### src/source/cpuPkg.sv
// Shared types and opcode constants for the 16-bit pipelined core
// Instruction layout
//   [15:12] opcode
//   [11:9]  destination, stored register (ST) or tested register (BEQZ)
//   [8:6]   first source
//   [5:3]   second source
//   [5:0]   signed immediate, [8:0] signed branch offset
package cpuPkg;

	// Register value, ALU result or bus data
	typedef logic [15:0] dataWord;
	typedef logic [15:0] instrWord;
	// Word address of an instruction
	typedef logic [15:0] pcWord;
	typedef logic [2:0] regIdx;
	typedef logic [3:0] opcode;

	// Opcodes 10 to 15 are illegal
	localparam opcode opNop = 4'd0;
	localparam opcode opAdd = 4'd1;
	localparam opcode opSub = 4'd2;
	localparam opcode opAnd = 4'd3;
	localparam opcode opXor = 4'd4;
	localparam opcode opAddi = 4'd5;
	localparam opcode opLd = 4'd6;
	localparam opcode opSt = 4'd7;
	localparam opcode opBeqz = 4'd8;
	localparam opcode opHalt = 4'd9;

endpackage

### src/source/busTimer.sv
// Wait-state timer for a bus access
// Counts cycles while an access is open, flags expiry at the limit
`timescale 1ns/1ps

module busTimer #(
	parameter int timeoutCycles = 16
) (
	input logic clk,
	input logic rstN,
	input logic counting,
	output logic expired
);

	localparam int cntW = $clog2(timeoutCycles + 1);
	localparam logic [cntW-1:0] limit = cntW'(timeoutCycles);

	logic [cntW-1:0] count;

	// Saturates at the limit, cleared between accesses
	always_ff @(posedge clk or negedge rstN) begin
		if (!rstN)
			count <= '0;
		else if (!counting)
			count <= '0;
		else if (count != limit)
			count <= count + 1'b1;
	end

	assign expired = counting && count == limit;

	countInRange: assert property (@(posedge clk) disable iff (!rstN) count <= limit);

endmodule

### src/source/fetchStage.sv
// Fetch stage
// Program counter with branch redirect, combinational instruction port
// and the fetch-to-decode register
`timescale 1ns/1ps

module fetchStage (
	input logic clk,
	input logic rstN,
	input logic hold,
	input logic redirect,
	input cpuPkg::pcWord redirectPc,
	input cpuPkg::instrWord instr,
	output cpuPkg::pcWord instrAdr,
	output cpuPkg::instrWord fdInstr,
	output cpuPkg::pcWord fdPc,
	output logic fdValid
);

	cpuPkg::pcWord pc;

	assign instrAdr = pc;

	// Redirect wins over hold, the word in flight becomes a bubble
	always_ff @(posedge clk or negedge rstN) begin
		if (!rstN) begin
			pc <= '0;
			fdValid <= 1'b0;
		end else if (redirect) begin
			pc <= redirectPc;
			fdValid <= 1'b0;
		end else if (!hold) begin
			pc <= pc + 1'b1;
			fdValid <= 1'b1;
		end
	end

	always_ff @(posedge clk) begin
		if (!hold && !redirect) begin
			fdInstr <= instr;
			fdPc <= pc;
		end
	end

endmodule

### src/source/decodeStage.sv
// Decode stage
// Field decode, immediate sign extension, register file with write bypass,
// load-use hazard detection and the decode-to-execute register
`timescale 1ns/1ps

module decodeStage (
	input logic clk,
	input logic rstN,
	input logic hold,
	input logic flush,
	input cpuPkg::instrWord fdInstr,
	input cpuPkg::pcWord fdPc,
	input logic fdValid,
	input logic wbWrite,
	input cpuPkg::regIdx wbDest,
	input cpuPkg::dataWord wbValue,
	output logic hazardStall,
	output logic dxValid,
	output cpuPkg::opcode dxOp,
	output cpuPkg::regIdx dxDest,
	output cpuPkg::regIdx dxSrcA,
	output cpuPkg::regIdx dxSrcB,
	output cpuPkg::dataWord dxA,
	output cpuPkg::dataWord dxB,
	output cpuPkg::dataWord dxImm,
	output cpuPkg::pcWord dxPc
);

	cpuPkg::dataWord regFile [8];
	cpuPkg::opcode op;
	cpuPkg::regIdx srcA;
	cpuPkg::regIdx srcB;
	cpuPkg::regIdx dest;
	cpuPkg::dataWord imm;

	// A write in the same cycle is seen by the read ports
	function automatic cpuPkg::dataWord readReg(input cpuPkg::regIdx idx);
		if (idx == '0)
			return '0;
		if (wbWrite && wbDest == idx)
			return wbValue;
		return regFile[idx];
	endfunction

	assign op = fdInstr[15:12];

	// Unused sources and non-writing destinations stay at register 0
	always_comb begin
		srcA = '0;
		srcB = '0;
		dest = '0;
		imm = {{10{fdInstr[5]}}, fdInstr[5:0]};
		case (op)
			cpuPkg::opAdd, cpuPkg::opSub, cpuPkg::opAnd, cpuPkg::opXor: begin
				srcA = fdInstr[8:6];
				srcB = fdInstr[5:3];
				dest = fdInstr[11:9];
			end
			cpuPkg::opAddi, cpuPkg::opLd: begin
				srcA = fdInstr[8:6];
				dest = fdInstr[11:9];
			end
			cpuPkg::opSt: begin
				srcA = fdInstr[8:6];
				srcB = fdInstr[11:9];
			end
			cpuPkg::opBeqz: begin
				srcA = fdInstr[11:9];
				imm = {{7{fdInstr[8]}}, fdInstr[8:0]};
			end
			default: ;
		endcase
	end

	// Load in execute feeding a source of the instruction here
	assign hazardStall = fdValid && dxValid && dxOp == cpuPkg::opLd && dxDest != '0 &&
		(srcA == dxDest || srcB == dxDest);

	always_ff @(posedge clk or negedge rstN) begin
		if (!rstN) begin
			for (int i = 0; i < 8; i++)
				regFile[i] <= '0;
		end else if (wbWrite && wbDest != '0) begin
			regFile[wbDest] <= wbValue;
		end
	end

	always_ff @(posedge clk or negedge rstN) begin
		if (!rstN)
			dxValid <= 1'b0;
		else if (flush)
			dxValid <= 1'b0;
		else if (!hold)
			dxValid <= fdValid && !hazardStall;
	end

	always_ff @(posedge clk) begin
		if (!hold) begin
			dxOp <= op;
			dxDest <= dest;
			dxSrcA <= srcA;
			dxSrcB <= srcB;
			dxA <= readReg(srcA);
			dxB <= readReg(srcB);
			dxImm <= imm;
			dxPc <= fdPc;
		end
	end

endmodule

### src/source/executeStage.sv
// Execute stage
// Operand forwarding from memory and writeback, ALU, branch resolution
// and the execute-to-memory register
`timescale 1ns/1ps

module executeStage (
	input logic clk,
	input logic rstN,
	input logic hold,
	input logic dxValid,
	input cpuPkg::opcode dxOp,
	input cpuPkg::regIdx dxDest,
	input cpuPkg::regIdx dxSrcA,
	input cpuPkg::regIdx dxSrcB,
	input cpuPkg::dataWord dxA,
	input cpuPkg::dataWord dxB,
	input cpuPkg::dataWord dxImm,
	input cpuPkg::pcWord dxPc,
	input logic wbWrite,
	input cpuPkg::regIdx wbDest,
	input cpuPkg::dataWord wbValue,
	output logic redirect,
	output cpuPkg::pcWord redirectPc,
	output logic emValid,
	output cpuPkg::opcode emOp,
	output cpuPkg::regIdx emDest,
	output cpuPkg::dataWord emResult,
	output cpuPkg::dataWord emStore
);

	cpuPkg::dataWord opA;
	cpuPkg::dataWord opB;
	cpuPkg::dataWord aluOut;

	// Youngest producer first; load data is not ready in the memory stage
	function automatic cpuPkg::dataWord pickOperand(input cpuPkg::regIdx src,
		input cpuPkg::dataWord regVal);
		if (src == '0)
			return regVal;
		if (emValid && emDest == src && emOp != cpuPkg::opLd)
			return emResult;
		if (wbWrite && wbDest == src)
			return wbValue;
		return regVal;
	endfunction

	always_comb begin
		opA = pickOperand(dxSrcA, dxA);
		opB = pickOperand(dxSrcB, dxB);
		case (dxOp)
			cpuPkg::opAdd: aluOut = opA + opB;
			cpuPkg::opSub: aluOut = opA - opB;
			cpuPkg::opAnd: aluOut = opA & opB;
			cpuPkg::opXor: aluOut = opA ^ opB;
			// Load and store addresses come from base plus offset
			cpuPkg::opAddi, cpuPkg::opLd, cpuPkg::opSt: aluOut = opA + dxImm;
			default: aluOut = '0;
		endcase
	end

	// Taken only when the stage can advance
	assign redirect = dxValid && dxOp == cpuPkg::opBeqz && opA == '0 && !hold;
	assign redirectPc = dxPc + 1'b1 + dxImm;

	always_ff @(posedge clk or negedge rstN) begin
		if (!rstN)
			emValid <= 1'b0;
		else if (!hold)
			emValid <= dxValid;
	end

	always_ff @(posedge clk) begin
		if (!hold) begin
			emOp <= dxOp;
			emDest <= dxDest;
			emResult <= aluOut;
			emStore <= opB;
		end
	end

	// Word behind a taken branch arrives here as a bubble
	redirectFlushesDecode: assert property (@(posedge clk) disable iff (!rstN)
		redirect |=> !dxValid);

endmodule

### src/source/busMaster.sv
// Memory stage
// Wishbone classic master for loads and stores, halt and fault handling,
// writeback select and the memory-to-writeback register
`timescale 1ns/1ps

module busMaster #(
	parameter int timeoutCycles = 16
) (
	input logic clk,
	input logic rstN,
	input logic emValid,
	input cpuPkg::opcode emOp,
	input cpuPkg::regIdx emDest,
	input cpuPkg::dataWord emResult,
	input cpuPkg::dataWord emStore,
	output logic wbCyc,
	output logic wbStb,
	output logic wbWe,
	output cpuPkg::dataWord wbAdr,
	output cpuPkg::dataWord wbDatO,
	input cpuPkg::dataWord wbDatI,
	input logic wbAck,
	output logic memStall,
	output logic halted,
	output logic err,
	output logic wbWrite,
	output cpuPkg::regIdx wbDest,
	output cpuPkg::dataWord wbValue
);

	typedef enum logic [1:0] {idle, access, halt, fault} busState;

	busState state;
	busState nextState;
	logic isLd;
	logic isMem;
	logic expired;

	assign isLd = emOp == cpuPkg::opLd;
	assign isMem = emValid && (isLd || emOp == cpuPkg::opSt);

	always_comb begin
		nextState = state;
		case (state)
			idle: begin
				if (isMem)
					nextState = access;
				else if (emValid && emOp == cpuPkg::opHalt)
					nextState = halt;
				else if (emValid && emOp > cpuPkg::opHalt)
					nextState = fault;
			end
			access: begin
				if (wbAck)
					nextState = idle;
				else if (expired)
					nextState = fault;
			end
			default: ;
		endcase
	end

	always_ff @(posedge clk or negedge rstN) begin
		if (!rstN)
			state <= idle;
		else
			state <= nextState;
	end

	// Setup cycle plus every wait cycle; the ack cycle lets the pipe move
	assign memStall = isMem && (state == idle || (state == access && !wbAck));
	assign halted = state == halt || state == fault;
	assign err = state == fault;

	// Address and data come straight from the frozen execute-to-memory register
	assign wbCyc = state == access;
	assign wbStb = state == access;
	assign wbWe = wbCyc && emOp == cpuPkg::opSt;
	assign wbAdr = emResult;
	assign wbDatO = emStore;

	busTimer #(
		.timeoutCycles(timeoutCycles)
	) i_busTimer (
		.clk(clk),
		.rstN(rstN),
		.counting(wbCyc),
		.expired(expired)
	);

	always_ff @(posedge clk or negedge rstN) begin
		if (!rstN)
			wbWrite <= 1'b0;
		else if (halted)
			wbWrite <= 1'b0;
		else if (!memStall)
			wbWrite <= emValid && emDest != '0;
	end

	always_ff @(posedge clk) begin
		if (!memStall) begin
			wbDest <= emDest;
			wbValue <= isLd ? wbDatI : emResult;
		end
	end

	stbOnlyForMemOp: assert property (@(posedge clk) disable iff (!rstN)
		wbStb |-> wbCyc && isMem);
	adrHeldUntilAck: assert property (@(posedge clk) disable iff (!rstN)
		wbCyc && !wbAck |=> $stable(wbAdr) && $stable(wbDatO));

endmodule

### src/source/pipeCpu.sv
// Five-stage 16-bit pipelined core
// Combinational instruction port, Wishbone classic data port
`timescale 1ns/1ps

module pipeCpu #(
	parameter int timeoutCycles = 16
) (
	input logic clk,
	input logic rstN,
	output cpuPkg::pcWord instrAdr,
	input cpuPkg::instrWord instr,
	output logic wbCyc,
	output logic wbStb,
	output logic wbWe,
	output cpuPkg::dataWord wbAdr,
	output cpuPkg::dataWord wbDatO,
	input cpuPkg::dataWord wbDatI,
	input logic wbAck,
	output logic halted,
	output logic err
);

	logic memStall, hazardStall, redirect;
	cpuPkg::pcWord redirectPc;

	// Fetch to decode
	cpuPkg::instrWord fdInstr;
	cpuPkg::pcWord fdPc;
	logic fdValid;

	// Decode to execute
	logic dxValid;
	cpuPkg::opcode dxOp;
	cpuPkg::regIdx dxDest, dxSrcA, dxSrcB;
	cpuPkg::dataWord dxA, dxB, dxImm;
	cpuPkg::pcWord dxPc;

	// Execute to memory, and writeback
	logic emValid, wbWrite;
	cpuPkg::opcode emOp;
	cpuPkg::regIdx emDest, wbDest;
	cpuPkg::dataWord emResult, emStore, wbValue;

	wire frontHold = memStall | hazardStall | halted;
	wire backHold = memStall | halted;

	fetchStage i_fetch (.clk(clk), .rstN(rstN), .hold(frontHold), .redirect(redirect),
		.redirectPc(redirectPc), .instr(instr), .instrAdr(instrAdr), .fdInstr(fdInstr),
		.fdPc(fdPc), .fdValid(fdValid));

	decodeStage i_decode (.clk(clk), .rstN(rstN), .hold(backHold), .flush(redirect),
		.fdInstr(fdInstr), .fdPc(fdPc), .fdValid(fdValid), .wbWrite(wbWrite),
		.wbDest(wbDest), .wbValue(wbValue), .hazardStall(hazardStall), .dxValid(dxValid),
		.dxOp(dxOp), .dxDest(dxDest), .dxSrcA(dxSrcA), .dxSrcB(dxSrcB), .dxA(dxA),
		.dxB(dxB), .dxImm(dxImm), .dxPc(dxPc));

	executeStage i_execute (.clk(clk), .rstN(rstN), .hold(backHold), .dxValid(dxValid),
		.dxOp(dxOp), .dxDest(dxDest), .dxSrcA(dxSrcA), .dxSrcB(dxSrcB), .dxA(dxA),
		.dxB(dxB), .dxImm(dxImm), .dxPc(dxPc), .wbWrite(wbWrite), .wbDest(wbDest),
		.wbValue(wbValue), .redirect(redirect), .redirectPc(redirectPc),
		.emValid(emValid), .emOp(emOp), .emDest(emDest), .emResult(emResult),
		.emStore(emStore));

	busMaster #(.timeoutCycles(timeoutCycles)) i_busMaster (.clk(clk), .rstN(rstN),
		.emValid(emValid), .emOp(emOp), .emDest(emDest), .emResult(emResult),
		.emStore(emStore), .wbCyc(wbCyc), .wbStb(wbStb), .wbWe(wbWe), .wbAdr(wbAdr),
		.wbDatO(wbDatO), .wbDatI(wbDatI), .wbAck(wbAck), .memStall(memStall),
		.halted(halted), .err(err), .wbWrite(wbWrite), .wbDest(wbDest), .wbValue(wbValue));

endmodule

### config.mk
export PLATFORM = sky130hd
export DESIGN_NAME = pipeCpu
export DESIGN_NICKNAME = d
export VERILOG_FILES = /design/src/source/cpuPkg.sv /design/src/source/busTimer.sv /design/src/source/fetchStage.sv /design/src/source/decodeStage.sv /design/src/source/executeStage.sv /design/src/source/busMaster.sv /design/src/source/pipeCpu.sv
export SDC_FILE = /design/constraint.sdc
export NUM_CORES = 1
export LEC_CHECK = 0
export ABC_AREA = 1
export ABC_CLOCK_PERIOD_IN_PS = 7150
export BUFFER_PORTS_ARGS = -buffer_cell sky130_fd_sc_hd__clkbuf_2
export CORE_ASPECT_RATIO = 0.5
export CORE_MARGIN = 5
export CORE_UTILIZATION = 64
export CTS_BUF_LIST = sky130_fd_sc_hd__clkbuf_8
export DETAILED_ROUTE_END_ITERATION = 8
export GPL_TIMING_DRIVEN = 0
export PLACE_DENSITY = 0.82
export SYNTH_ARGS = -nofsm -noshare
export SYNTH_HDL_FRONTEND = slang
export SYNTH_SLANG_ARGS = --single-unit
### constraint.sdc
create_clock -name clk -period 7.15 [get_ports clk]
set_input_delay 0.3575 -clock clk [delete_from_list [all_inputs] [get_ports clk]]
set_output_delay 0.3575 -clock clk [all_outputs]
set_load 0.01 [all_outputs]
## After elaboration in Yosys (flattened, before gate mapping)

Cells that the tools add are included.

- Bits in registers: 322
- Output and inout bits: 53
- Logic and storage cells: 213

- $add $sub $neg: 7
- Order comparisons: 5
- Eq/ne operators: 39
- Mux-type cells: 72
- Bitwise logic cells: 8
- Reduce and logical (&&, ||, !) cells: 51

Operators by type and width:

| cell | number |
|---|---|
| $mux W16 | 29 |
| $bwmux W128 | 1 |
| $bmux W16 S3 | 2 |
| $pmux W16 S5 | 1 |
| $add A16 B16 Y16 | 3 |
| $demux W16 S3 | 1 |
| $eq A4 B3 Y1 const B | 10 |
| $add A16 B1 Y16 const B | 2 |
| $mux W1 | 28 |
| $logic_and A1 B1 Y1 | 27 |
| $eq A3 B3 Y1 | 8 |
| $and A16 B16 Y16 | 1 |
| $eq A4 B2 Y1 const B | 4 |
| $logic_not A16 Y1 | 1 |
| $sub A16 B16 Y16 | 1 |
| $xor A16 B16 Y16 | 1 |
| $eq A4 B4 Y1 const B | 3 |
| $ge A4 B4 Y1 const B | 3 |
| $logic_not A3 Y1 | 4 |
| $not A3 Y4 | 3 |
| $pmux W3 S2 | 2 |
| $mux W2 | 5 |
| $mux W5 | 2 |
| $reduce_bool A3 Y1 | 3 |
| 24 further kinds | 37 |

## Depth between registers and ports, before layout

Gate-level depths: netlist of run 1.

- Depth after elaboration: 15
- Depth in mapped cells: 30
- Depth with buffers taken out: 28

## By module

From an unflattened synthesis of run 1, not the netlist that was laid out.

- Cell total of the unflattened synthesis: 2393
- Area total of the unflattened synthesis: 18761.7 µm²

Modules (own cells, without submodules):

| module | instances | cells each | area each (µm²) |
|---|---|---|---|
| decodeStage | 1 | 1255 | 9903.2 |
| executeStage | 1 | 743 | 5104.9 |
| fetchStage | 1 | 196 | 2089.5 |
| busMaster | 1 | 151 | 1335.0 |
| busTimer | 1 | 44 | 311.5 |
| pipeCpu | 1 | 4 | 17.5 |

## Worst setup path after synthesis of run 1

OpenSTA, ideal clock, no wires.

- Path type: flip-flop to flip-flop
- Start: register i_busMaster.state[0]
- End: register i_fetch.fdInstr[0], enable pin
- Arrival time: 5.528 ns
- Data required time: 6.747 ns
- Path slack: 1.218 ns
- Cell stages (with the launch flop): 10
- Path buffers: 0
- Cells stage by stage: dfrtp_1 > inv_1 > nor2_2 > inv_2 > nor2_1 > o21ai_2 > nand2_1 > inv_1 > nand2_1 > nor2_2

- Cells in the longest elaborated chain, start to end: 9
- Elaborated cells between the ends (all ways): 16
- Those cells by class: 3 x eq/ne; 3 x bitwise; 10 x reduce/logical

RTL lines:

| what | RTL line | text |
|---|---|---|
| start, declared | busMaster.sv:33 | `busState state;` |
| start signal, assigned | busMaster.sv:65 | `state <= idle;` |
| start signal, assigned | busMaster.sv:67 | `state <= nextState;` |
| $eq A2 B1 Y1 (*) | -- |  |
| via wbCyc | pipeCpu.sv:12 | `output logic wbCyc,` |
| $logic_and A1 B1 Y1 (*) | busMaster.sv:71 | `assign memStall = isMem && (state == idle \|\| (state == access && !wbAck));` |
| $logic_or A1 B1 Y1 (*) | busMaster.sv:71 |  |
| $logic_and A1 B1 Y1 (*) | busMaster.sv:71 |  |
| $or A1 B1 Y1 | pipeCpu.sv:45 | `wire backHold = memStall \| halted;` |
| $logic_not A1 Y1 | executeStage.sv:62 | `assign redirect = dxValid && dxOp == cpuPkg::opBeqz && opA == '0 && !hold;` |
| $logic_and A1 B1 Y1 | executeStage.sv:62 |  |
| $logic_not A1 Y1 | fetchStage.sv:38 | `if (!hold && !redirect) begin` |
| $logic_and A1 B1 Y1 (*) | fetchStage.sv:38 |  |
| end signal, assigned | fetchStage.sv:39 | `fdInstr <= instr;` |
| end, declared | fetchStage.sv:14 | `output cpuPkg::instrWord fdInstr,` |

The timed path passes the listed nets; every way through them passes the cells marked *.
A chain may end at the register's enable or synchronous reset.

## Worst setup path after layout of run 1

- Start: register i_busMaster.state[1]
- End: register i_fetch.pc[11] (netlist: i_fetch.instrAdr[11])

- Cells in the longest elaborated chain, start to end: 8
- Elaborated cells between the ends (all ways): 15
- Those cells by class: 4 x eq/ne; 1 x mux; 3 x bitwise; 7 x reduce/logical

RTL lines:

| what | RTL line | text |
|---|---|---|
| $eq A2 B1 Y1 | busMaster.sv:71 |  |
| $logic_and A1 B1 Y1 | busMaster.sv:71 |  |
| $logic_or A1 B1 Y1 | busMaster.sv:71 |  |
| $logic_and A1 B1 Y1 | busMaster.sv:71 |  |
| $or A1 B1 Y1 | pipeCpu.sv:45 |  |
| $logic_not A1 Y1 | executeStage.sv:62 |  |
| $logic_and A1 B1 Y1 | executeStage.sv:62 |  |
| $ne A2 B2 Y1 (no line) / $mux W16 (equally long branches) | -- |  |
| end signal, assigned | fetchStage.sv:29 | `pc <= redirectPc;` |
| end signal, assigned | fetchStage.sv:32 | `pc <= pc + 1'b1;` |
| end, declared | fetchStage.sv:19 | `cpuPkg::pcWord pc;` |

Parallel ways exist; a longest one is shown, timed or not.

==> metrics.md, run 1 <==
| Metric | Value |
|---|---|
| Outcome | `complete, no violations` |
| Root buf cell | `clkbuf_8` |
| Relative slew slack | `11.7%` |
| Syn avg cell area | `~8.2 um2` |
| DP HPWL | `44.5 mm` |
| FP Rows | `43` |
| Mapped Area | `17,900 um2` |
| HP Class | `primary input to flip-flop` |
| WP data arrival | `around 5.5 ns` |
| TritonCTS Buffers | `45` |
| Largest net degree at the start of global routing | `81` |
| Critical path endpoint category | `flip-flop` |
| DRT Pass-1 Iters | `7` |
| Final Cell Area | `20,000 um2` |
| YS warnings | `0` |
| Vias/cell | `slightly above 6` |
| Starting Density | `64.8%` |
| Type of origin of the critical path | `flip-flop` |
| Syn Nets | `2,268` |
| Port bufs | `87` |
| Wirelength per Cell | `between 20 and 25 um` |
| Asr flop ratio synth | `about half` |
| Final period utilization | `between 70% and 80%` |
| GR Util All Layers | `36.9%` |
| Fmax | `around 200 MHz` |
| Fin crit period | `5.01 ns` |
| Clk pin slew, worst setup/hold paths | `0.08 ns` |
| Clk buf depth | `3` |
| DRT antenna net count | `0` |
| Share of cells above drive strength 1 | `11.0%` |
| Setup Viol. Count Final | `0` |
| Commonest non-fill, non-tap cell in the layout | `nand2_1` |
| Hold Violations, Final | `0` |
| Final WS setup | `about 2.1 ns` |
| Gpl congestion | `a little under 1` |
| Hold path start | `wbDatI[1]` |
| Drt total wl | `59.0 mm` |
| Synth cell types | `57` |
| Sequential share of the synthesized area | `48.5%` |
| Synthesis-to-layout area growth | `11.5%` |
| Area of the multi-input gates | `7800 um2` |
| Slew Viols, Final | `0` |
| Hold buffers post-CTS | `17` |
| Post-synth EDFFs | `160` |
| Clock latency on the worst-skew pair | `0.62 ns` |
| RSZ-0062 raised after global routing | `no` |
| Worst Setup SP | `i_busMaster.state[1]` |
| Gr ovfl total | `0` |
| Static Leakage | `roughly 8.4 nW` |
| Slew @ Worst Pin | `1.33 ns` |
| Setup Skew | `0.0313 ns` |
| Filler instances | `2,210` |
| Chip Width | `about 250 um` |
| Post-route DRC | `0` |
| First-iteration detailed-routing DRC count | `2,242` |
| Critical path class | `flip-flop to flip-flop` |
| Power density cells | `169 nW/um2` |
| Register area | `~8700 um2` |
| Max-cap violations | `0` |
| Seq cells post-synth | `315` |
| Die Ht | `between 100 and 150 um` |
| Global-route wire length before repair | `89.1 mm` |
| Pre-CTS WS | `2.24 ns` |
| Final nets | `roughly 2,400` |
| Die area | `31,600 um2` |
| Total setup buffers inserted after CTS | `0` |
| # resized after CTS | `0` |
| Post-placement cell area | `18,900 um2` |
| Core ar. | `27,700 um2` |
| Critical path peak fanout | `78` |
| Clock tree from TritonCTS | `done` |
| Pwr Total | `3.38 mW` |
| Worst R2R Start | `i_busMaster.state[1]` |
| Max VDD drop | `155 uV` |
| Htree depth | `2` |
| Antenna violations before repair | `4` |
| Via count | `approximately 17,000` |
| Number of global-route vias before repair | `15,600` |
| Req. time, crit path | `7.61 ns` |
| Most frequent cells in the layout | `537 x nand2_1, 327 x o21ai_0, 238 x inv_1` |
| Clock Sinks | `315` |
| Post-synthesis instance total | `around 2,200` |
| I/O Pins | `88` |
| Top_reg_cell synth | `edfxtp_1` |
Yosys cell counts (all sizes together), types with 3 or more instances:
master | n | area, um2
clkinv | 5 | 20.0
nand3b | 3 | 22.5
xor2 | 18 | 158
nor2 | 145 | 622
inv | 234 | 878
o22ai | 3 | 18.8
a21oi | 48 | 274
buf | 28 | 198
a22oi | 3 | 22.5
a31oi | 100 | 626
o221ai | 3 | 26.3
o211ai | 24 | 190
o21bai | 4 | 30.0
or2 | 8 | 50.1
ha | 50 | 626
o21ai | 358 | 1830
nor3 | 20 | 125
clkbuf | 88 | 330
edfxtp | 160 | 4800
nand3 | 129 | 671
nand4 | 6 | 37.5
nand2 | 558 | 2180
xnor2 | 11 | 96.3
dfrtp | 155 | 3880
final timing paths:
| path | endpoint | slack (ns) | cells past startpoint |
|---|---|---|---|
| min in group asynchronous | i_fetch.instrAdr[3] | 0.34 | 2 |
| max in group asynchronous | i_decode.regFile[101] | 5.98 | 3 |
| worst max-delay path | i_fetch.instrAdr[11] | 2.14 | 15 |
| worst max register to register | i_fetch.instrAdr[11] | 2.14 | 15 |
| worst min-delay path | i_busMaster.wbValue[1] | 0.02 | 3 |
| worst min register to register | i_decode.dxPc[3] | 0.41 | 0 |
critical path, cell delays in order, from the launching register on:
cell      delay [ns]
dfrtp_1         0.44
nor2_2          0.15
inv_2           0.13
nor2_1          0.10
o21ai_2         1.00
nand2_1         0.58
inv_4           0.58
buf_16          0.37
nand2_1         0.15
nor3_2          0.21
nand4_1         0.17
nor2_4          0.36
nor2_4          0.17
buf_12          0.21
nand2_1         0.07
o211ai_1        0.08
logic make-up after synthesis:
logic type / Yosys count / synth area share (%)
simple gates: 871 / 20.8
buf+inv: 355 / 7.96
flops: 315 / 48.5
xor+xnor: 29 / 1.42
compound gates: 559 / 17.6
fa+ha+maj: 52 / 3.72
flip-flops by register name (all words and copies together) (netlist names), 2 cells and up:
register	flops
i_busMaster.wbDest	3
i_decode.dxDest	3
i_decode.regFile	128
i_fetch.fdPc	16
i_execute.emResult	16
i_busMaster.i_busTimer.count	5
i_fetch.instrAdr	16
i_busMaster.wbValue	16
i_busMaster.state	2
i_decode.dxSrcB	3
i_fetch.fdInstr	16
i_decode.dxA	16
i_execute.emOp	4
i_decode.dxImm	9
i_execute.emStore	16
i_decode.dxOp	4
i_decode.dxSrcA	3
i_decode.dxB	16
i_execute.emDest	3
i_decode.dxPc	16
report_power, final:
part | internal, mW | leakage, nW | total, mW | switching [mW]
logic | 0.0146 | 4.15 | 0.0384 | 0.0237
clock network | 0.710 | 0.518 | 1.45 | 0.738
registers | 1.89 | 3.71 | 1.89 | 0.000395
total | 2.62 | 8.38 | 3.38 | 0.762
layer usage:
metal  up-vias  GRT usage, %  share of wire [%]
met4         4          11.1                3.2
li1       7678             -                  -
met2      1085          52.8                 41
met1      7772          51.5                 40
met3       172          15.8                 16
met5         -             0              0.039
layout make-up:
| class | count | share of cell area (%) |
|---|---|---|
| flip-flops and latches | 315 | 43.5 |
| multi-input cells | 1511 | 39.1 |
| inverters | 239 | 4.51 |
| repair buffers | 107 | 3.45 |
| clock buffers | 49 | 3.38 |
| plain buffers | 116 | 2.65 |
| well taps | 382 | 2.39 |
| clock inverters | 33 | 1.00 |
| diodes | 1 | 0.0125 |
through the flow:
stage	TNS, ns	util (%)	cells	hold WS [ns]
after floorplan	0	-	2181	0.0619
after global placement	-67.97	68.1	2650	0.401
after detailed placement	0	68.4	2653	0.405
after CTS	0	72.2	2752	0.0298
after global routing	0	72.2	2752	0.0409
final	0	72.2	2753	0.0202
Power figures use the tool's default switching activity.
==> run 2, diff against run 1 <==
- ABC_CLOCK_PERIOD_IN_PS: 7150 -> 5000
- clock period: 7.15 -> 5 ns (I/O delays scaled with it)
==> run 2 against run 1 <==
  * Count of clock-buffer cells in the layout is 2 higher
  * Cell area is 1.5% higher
  * Setup slack worse by 1.8 ns
  * Worst hold slack better by 0.043 ns
  * Sequential cell count stayed put
  * First-iteration DRC count is 4.1% higher
  * Critical path depth is 5 lower
  * Sequential power is 43% higher
  * Largest power group unchanged
  * Highest routed layer unchanged
==> metrics.md, run 2 (synthesis gave the netlist of run 1 again) <==
| Metric | Value |
|---|---|
| Outcome | `complete, no violations` |
| FP Rows | `43` |
| Static Leakage | `roughly 8.5 nW` |
| Routed wl met2 | `24.2 mm` |
| Psw | `1.10 mW` |
| Global-route wire length before repair | `approximately 90 mm` |
| CP cell instances | `nor2_2 > inv_2 > nor2_1 > o21ai_4 > nand2_1 > clkinvlp_4 > buf_12 > nand2_1 > nor2_4 > buf_16` |
| Critical path endpoint category | `flip-flop` |
| Wirelength per Cell | `21.2 um` |
| Final WS setup | `around 0.39 ns` |
| Switching Share | `21.9%` |
| Slew @ Worst Pin | `about 1.2 ns` |
| R2r setup slk | `0.39 ns` |
| Chip Width | `between 200 and 250 um` |
| Via count | `about 17,000` |
| Drt total wl | `58.8 mm` |
| Power density cells | `249 nW/um2` |
| Max Used Layer | `met5` |
| Core ar. | `27,700 um2` |
| Most flops, register | `i_decode.regFile` |
| DP HPWL | `roughly 44 mm` |
| First-iteration detailed-routing DRC count | `roughly 2,300` |
| Die Ht | `128 um` |
| Final nets | `between 2,000 and 2,500` |
| Share of cells above drive strength 1 | `11.2%` |
| Routed met1 length | `23.1 mm` |
| Clock tree from TritonCTS | `done` |
| Clk buf depth | `3` |
| Synthesis-to-layout area growth | `13.1%` |
| Slowest stage delay, CP | `~0.72 ns` |
| Largest net degree at the start of global routing | `110` |
| Clock power frac | `between 40 and 50%` |
| Max VDD drop | `268 uV` |
| WP buf/inv | `4` |
| Htree depth | `2` |
| I/O Pins | `around 90` |
| Fmax | `217 MHz` |
| Gpl congestion | `roughly 1.0` |
| RSZ-0062 raised after global routing | `no` |
| Critical path peak fanout | `39` |
| Commonest non-fill, non-tap cell in the layout | `nand2_1` |
| Hold Slack | `0.0631 ns` |
| Crit path max-delay family | `simple AND/OR/NAND/NOR gates` |
| Setup Viol. Count Final | `0` |
| Clk pin slew, worst setup/hold paths | `about 0.07 ns` |
| CP max stage cell | `clkinvlp_4` |
| Req. time, crit path | `5.30 ns` |
| DRT antenna net count | `0` |
| Antenna violations before repair | `3` |
| Final period utilization | `92.2%` |
| DRT Pass-1 Iters | `6` |
| WP data arrival | `4.91 ns` |
| Max reg flops | `between 100 and 150` |
| Clock latency on the worst-skew pair | `around 0.60 ns` |
| Max-cap violations | `0` |
| Total setup buffers inserted after CTS | `0` |
| Fin crit period | `4.61 ns` |
| Met3 WL | `9.41 mm` |
| Gr ovfl total | `0` |
| Die area | `31,600 um2` |
| Clock Sinks | `315` |
| Most frequent cells in the layout | `537 x nand2_1, 327 x o21ai_0, 237 x inv_1` |
| Type of origin of the critical path | `flip-flop` |
| Sequential power share | `53.7%` |
| Gate power share | `1.3%` |
| TritonCTS Buffers | `45` |
| Critical path class | `flip-flop to flip-flop` |
| Relative slew slack | `17.2%` |
| Root buf cell | `clkbuf_8` |
| Post-route DRC | `0` |
| Number of global-route vias before repair | `15,900` |
| GR Util All Layers | `37.1%` |
| Slew Viols, Final | `0` |
| Starting Density | `64.8%` |
| Port bufs | `87` |
| Pre-CTS WS | `0.0292 ns` |
| HP Class | `primary input to flip-flop` |
| Setup Skew | `0.0247 ns` |
| Int Pwr | `3.94 mW` |
| Hold Violations, Final | `0` |
| Vias/cell | `6.08` |
| Most frequent cell on the critical path | `nand2_1` |
-- run 2: layout make-up --
class                      instances  area (um2)
clock buffer                      51         702
timing repair buffer             124         870
clock inverter                    33         275
multi-input combinational       1511        7810
buffer                           116         528
tap                              382         478
antenna                            1        2.50
sequential                       315        8680
inverter                         239         902
fill                            2140        7400
-- run 2: path summary, 6_finish.rpt --
kind,start,cells past startpoint,to
worst max-delay path,i_busMaster.state[1],10,i_fetch.fdInstr[14]
worst min-delay path,wbAck,4,i_busMaster.state[1]
worst max register to register,i_busMaster.state[1],10,i_fetch.fdInstr[14]
worst min register to register,i_fetch.fdPc[2],0,i_decode.dxPc[2]
max in group asynchronous,rstN,3,i_decode.regFile[12]
min in group asynchronous,rstN,2,i_fetch.instrAdr[10]
-- run 2: timing repair --
item,4_1_cts,5_1_grt
resized for setup,1,0
hold endpoints to repair,78,0
hold buffers,33,0
endpoints found under the setup margin,20,0
-- run 2: worst register-to-register path: stages, from the launching register on --
cell	delay (ns)
dfrtp_1	0.46
nor2_2	0.15
inv_2	0.14
nor2_1	0.11
o21ai_4	0.68
nand2_1	0.47
clkinvlp_4	0.72
buf_12	0.32
nand2_1	0.36
nor2_4	0.62
buf_16	0.26
-- run 2: metrics by stage --
stage                     setup TNS (ns)  util [%]  total power [mW]  instance area (um2)  std cells
final                                  0      73.2              5.04                20300       2772
after global routing                   0      73.2              5.19                20200       2771
after CTS                              0      73.2              5.04                20200       2771
after detailed placement               0      68.5              2.81                18900       2654
after global placement            -83.73      68.1              2.80                18800       2650
after floorplan                        0         -              2.76                17900       2181
-- run 2: power groups by stage --
stage          registers, mW  logic, mW  clock network (mW)
2_1_floorplan           2.76   0.000640                   0
3_3_place_gp            2.76     0.0405                   0
3_5_place_dp            2.76     0.0448                   0
4_1_cts                 2.71     0.0653                2.26
5_1_grt                 2.71     0.0727                2.41
6_report                2.71     0.0663                2.27
-- run 2: layer usage --
| metal | up-vias | GRT usage [%] |
|---|---|---|
| met5 | - | 0 |
| met4 | 6 | 11.3 |
| met3 | 174 | 14.9 |
| met2 | 1152 | 54.1 |
| met1 | 7783 | 51.6 |
| li1 | 7726 | - |
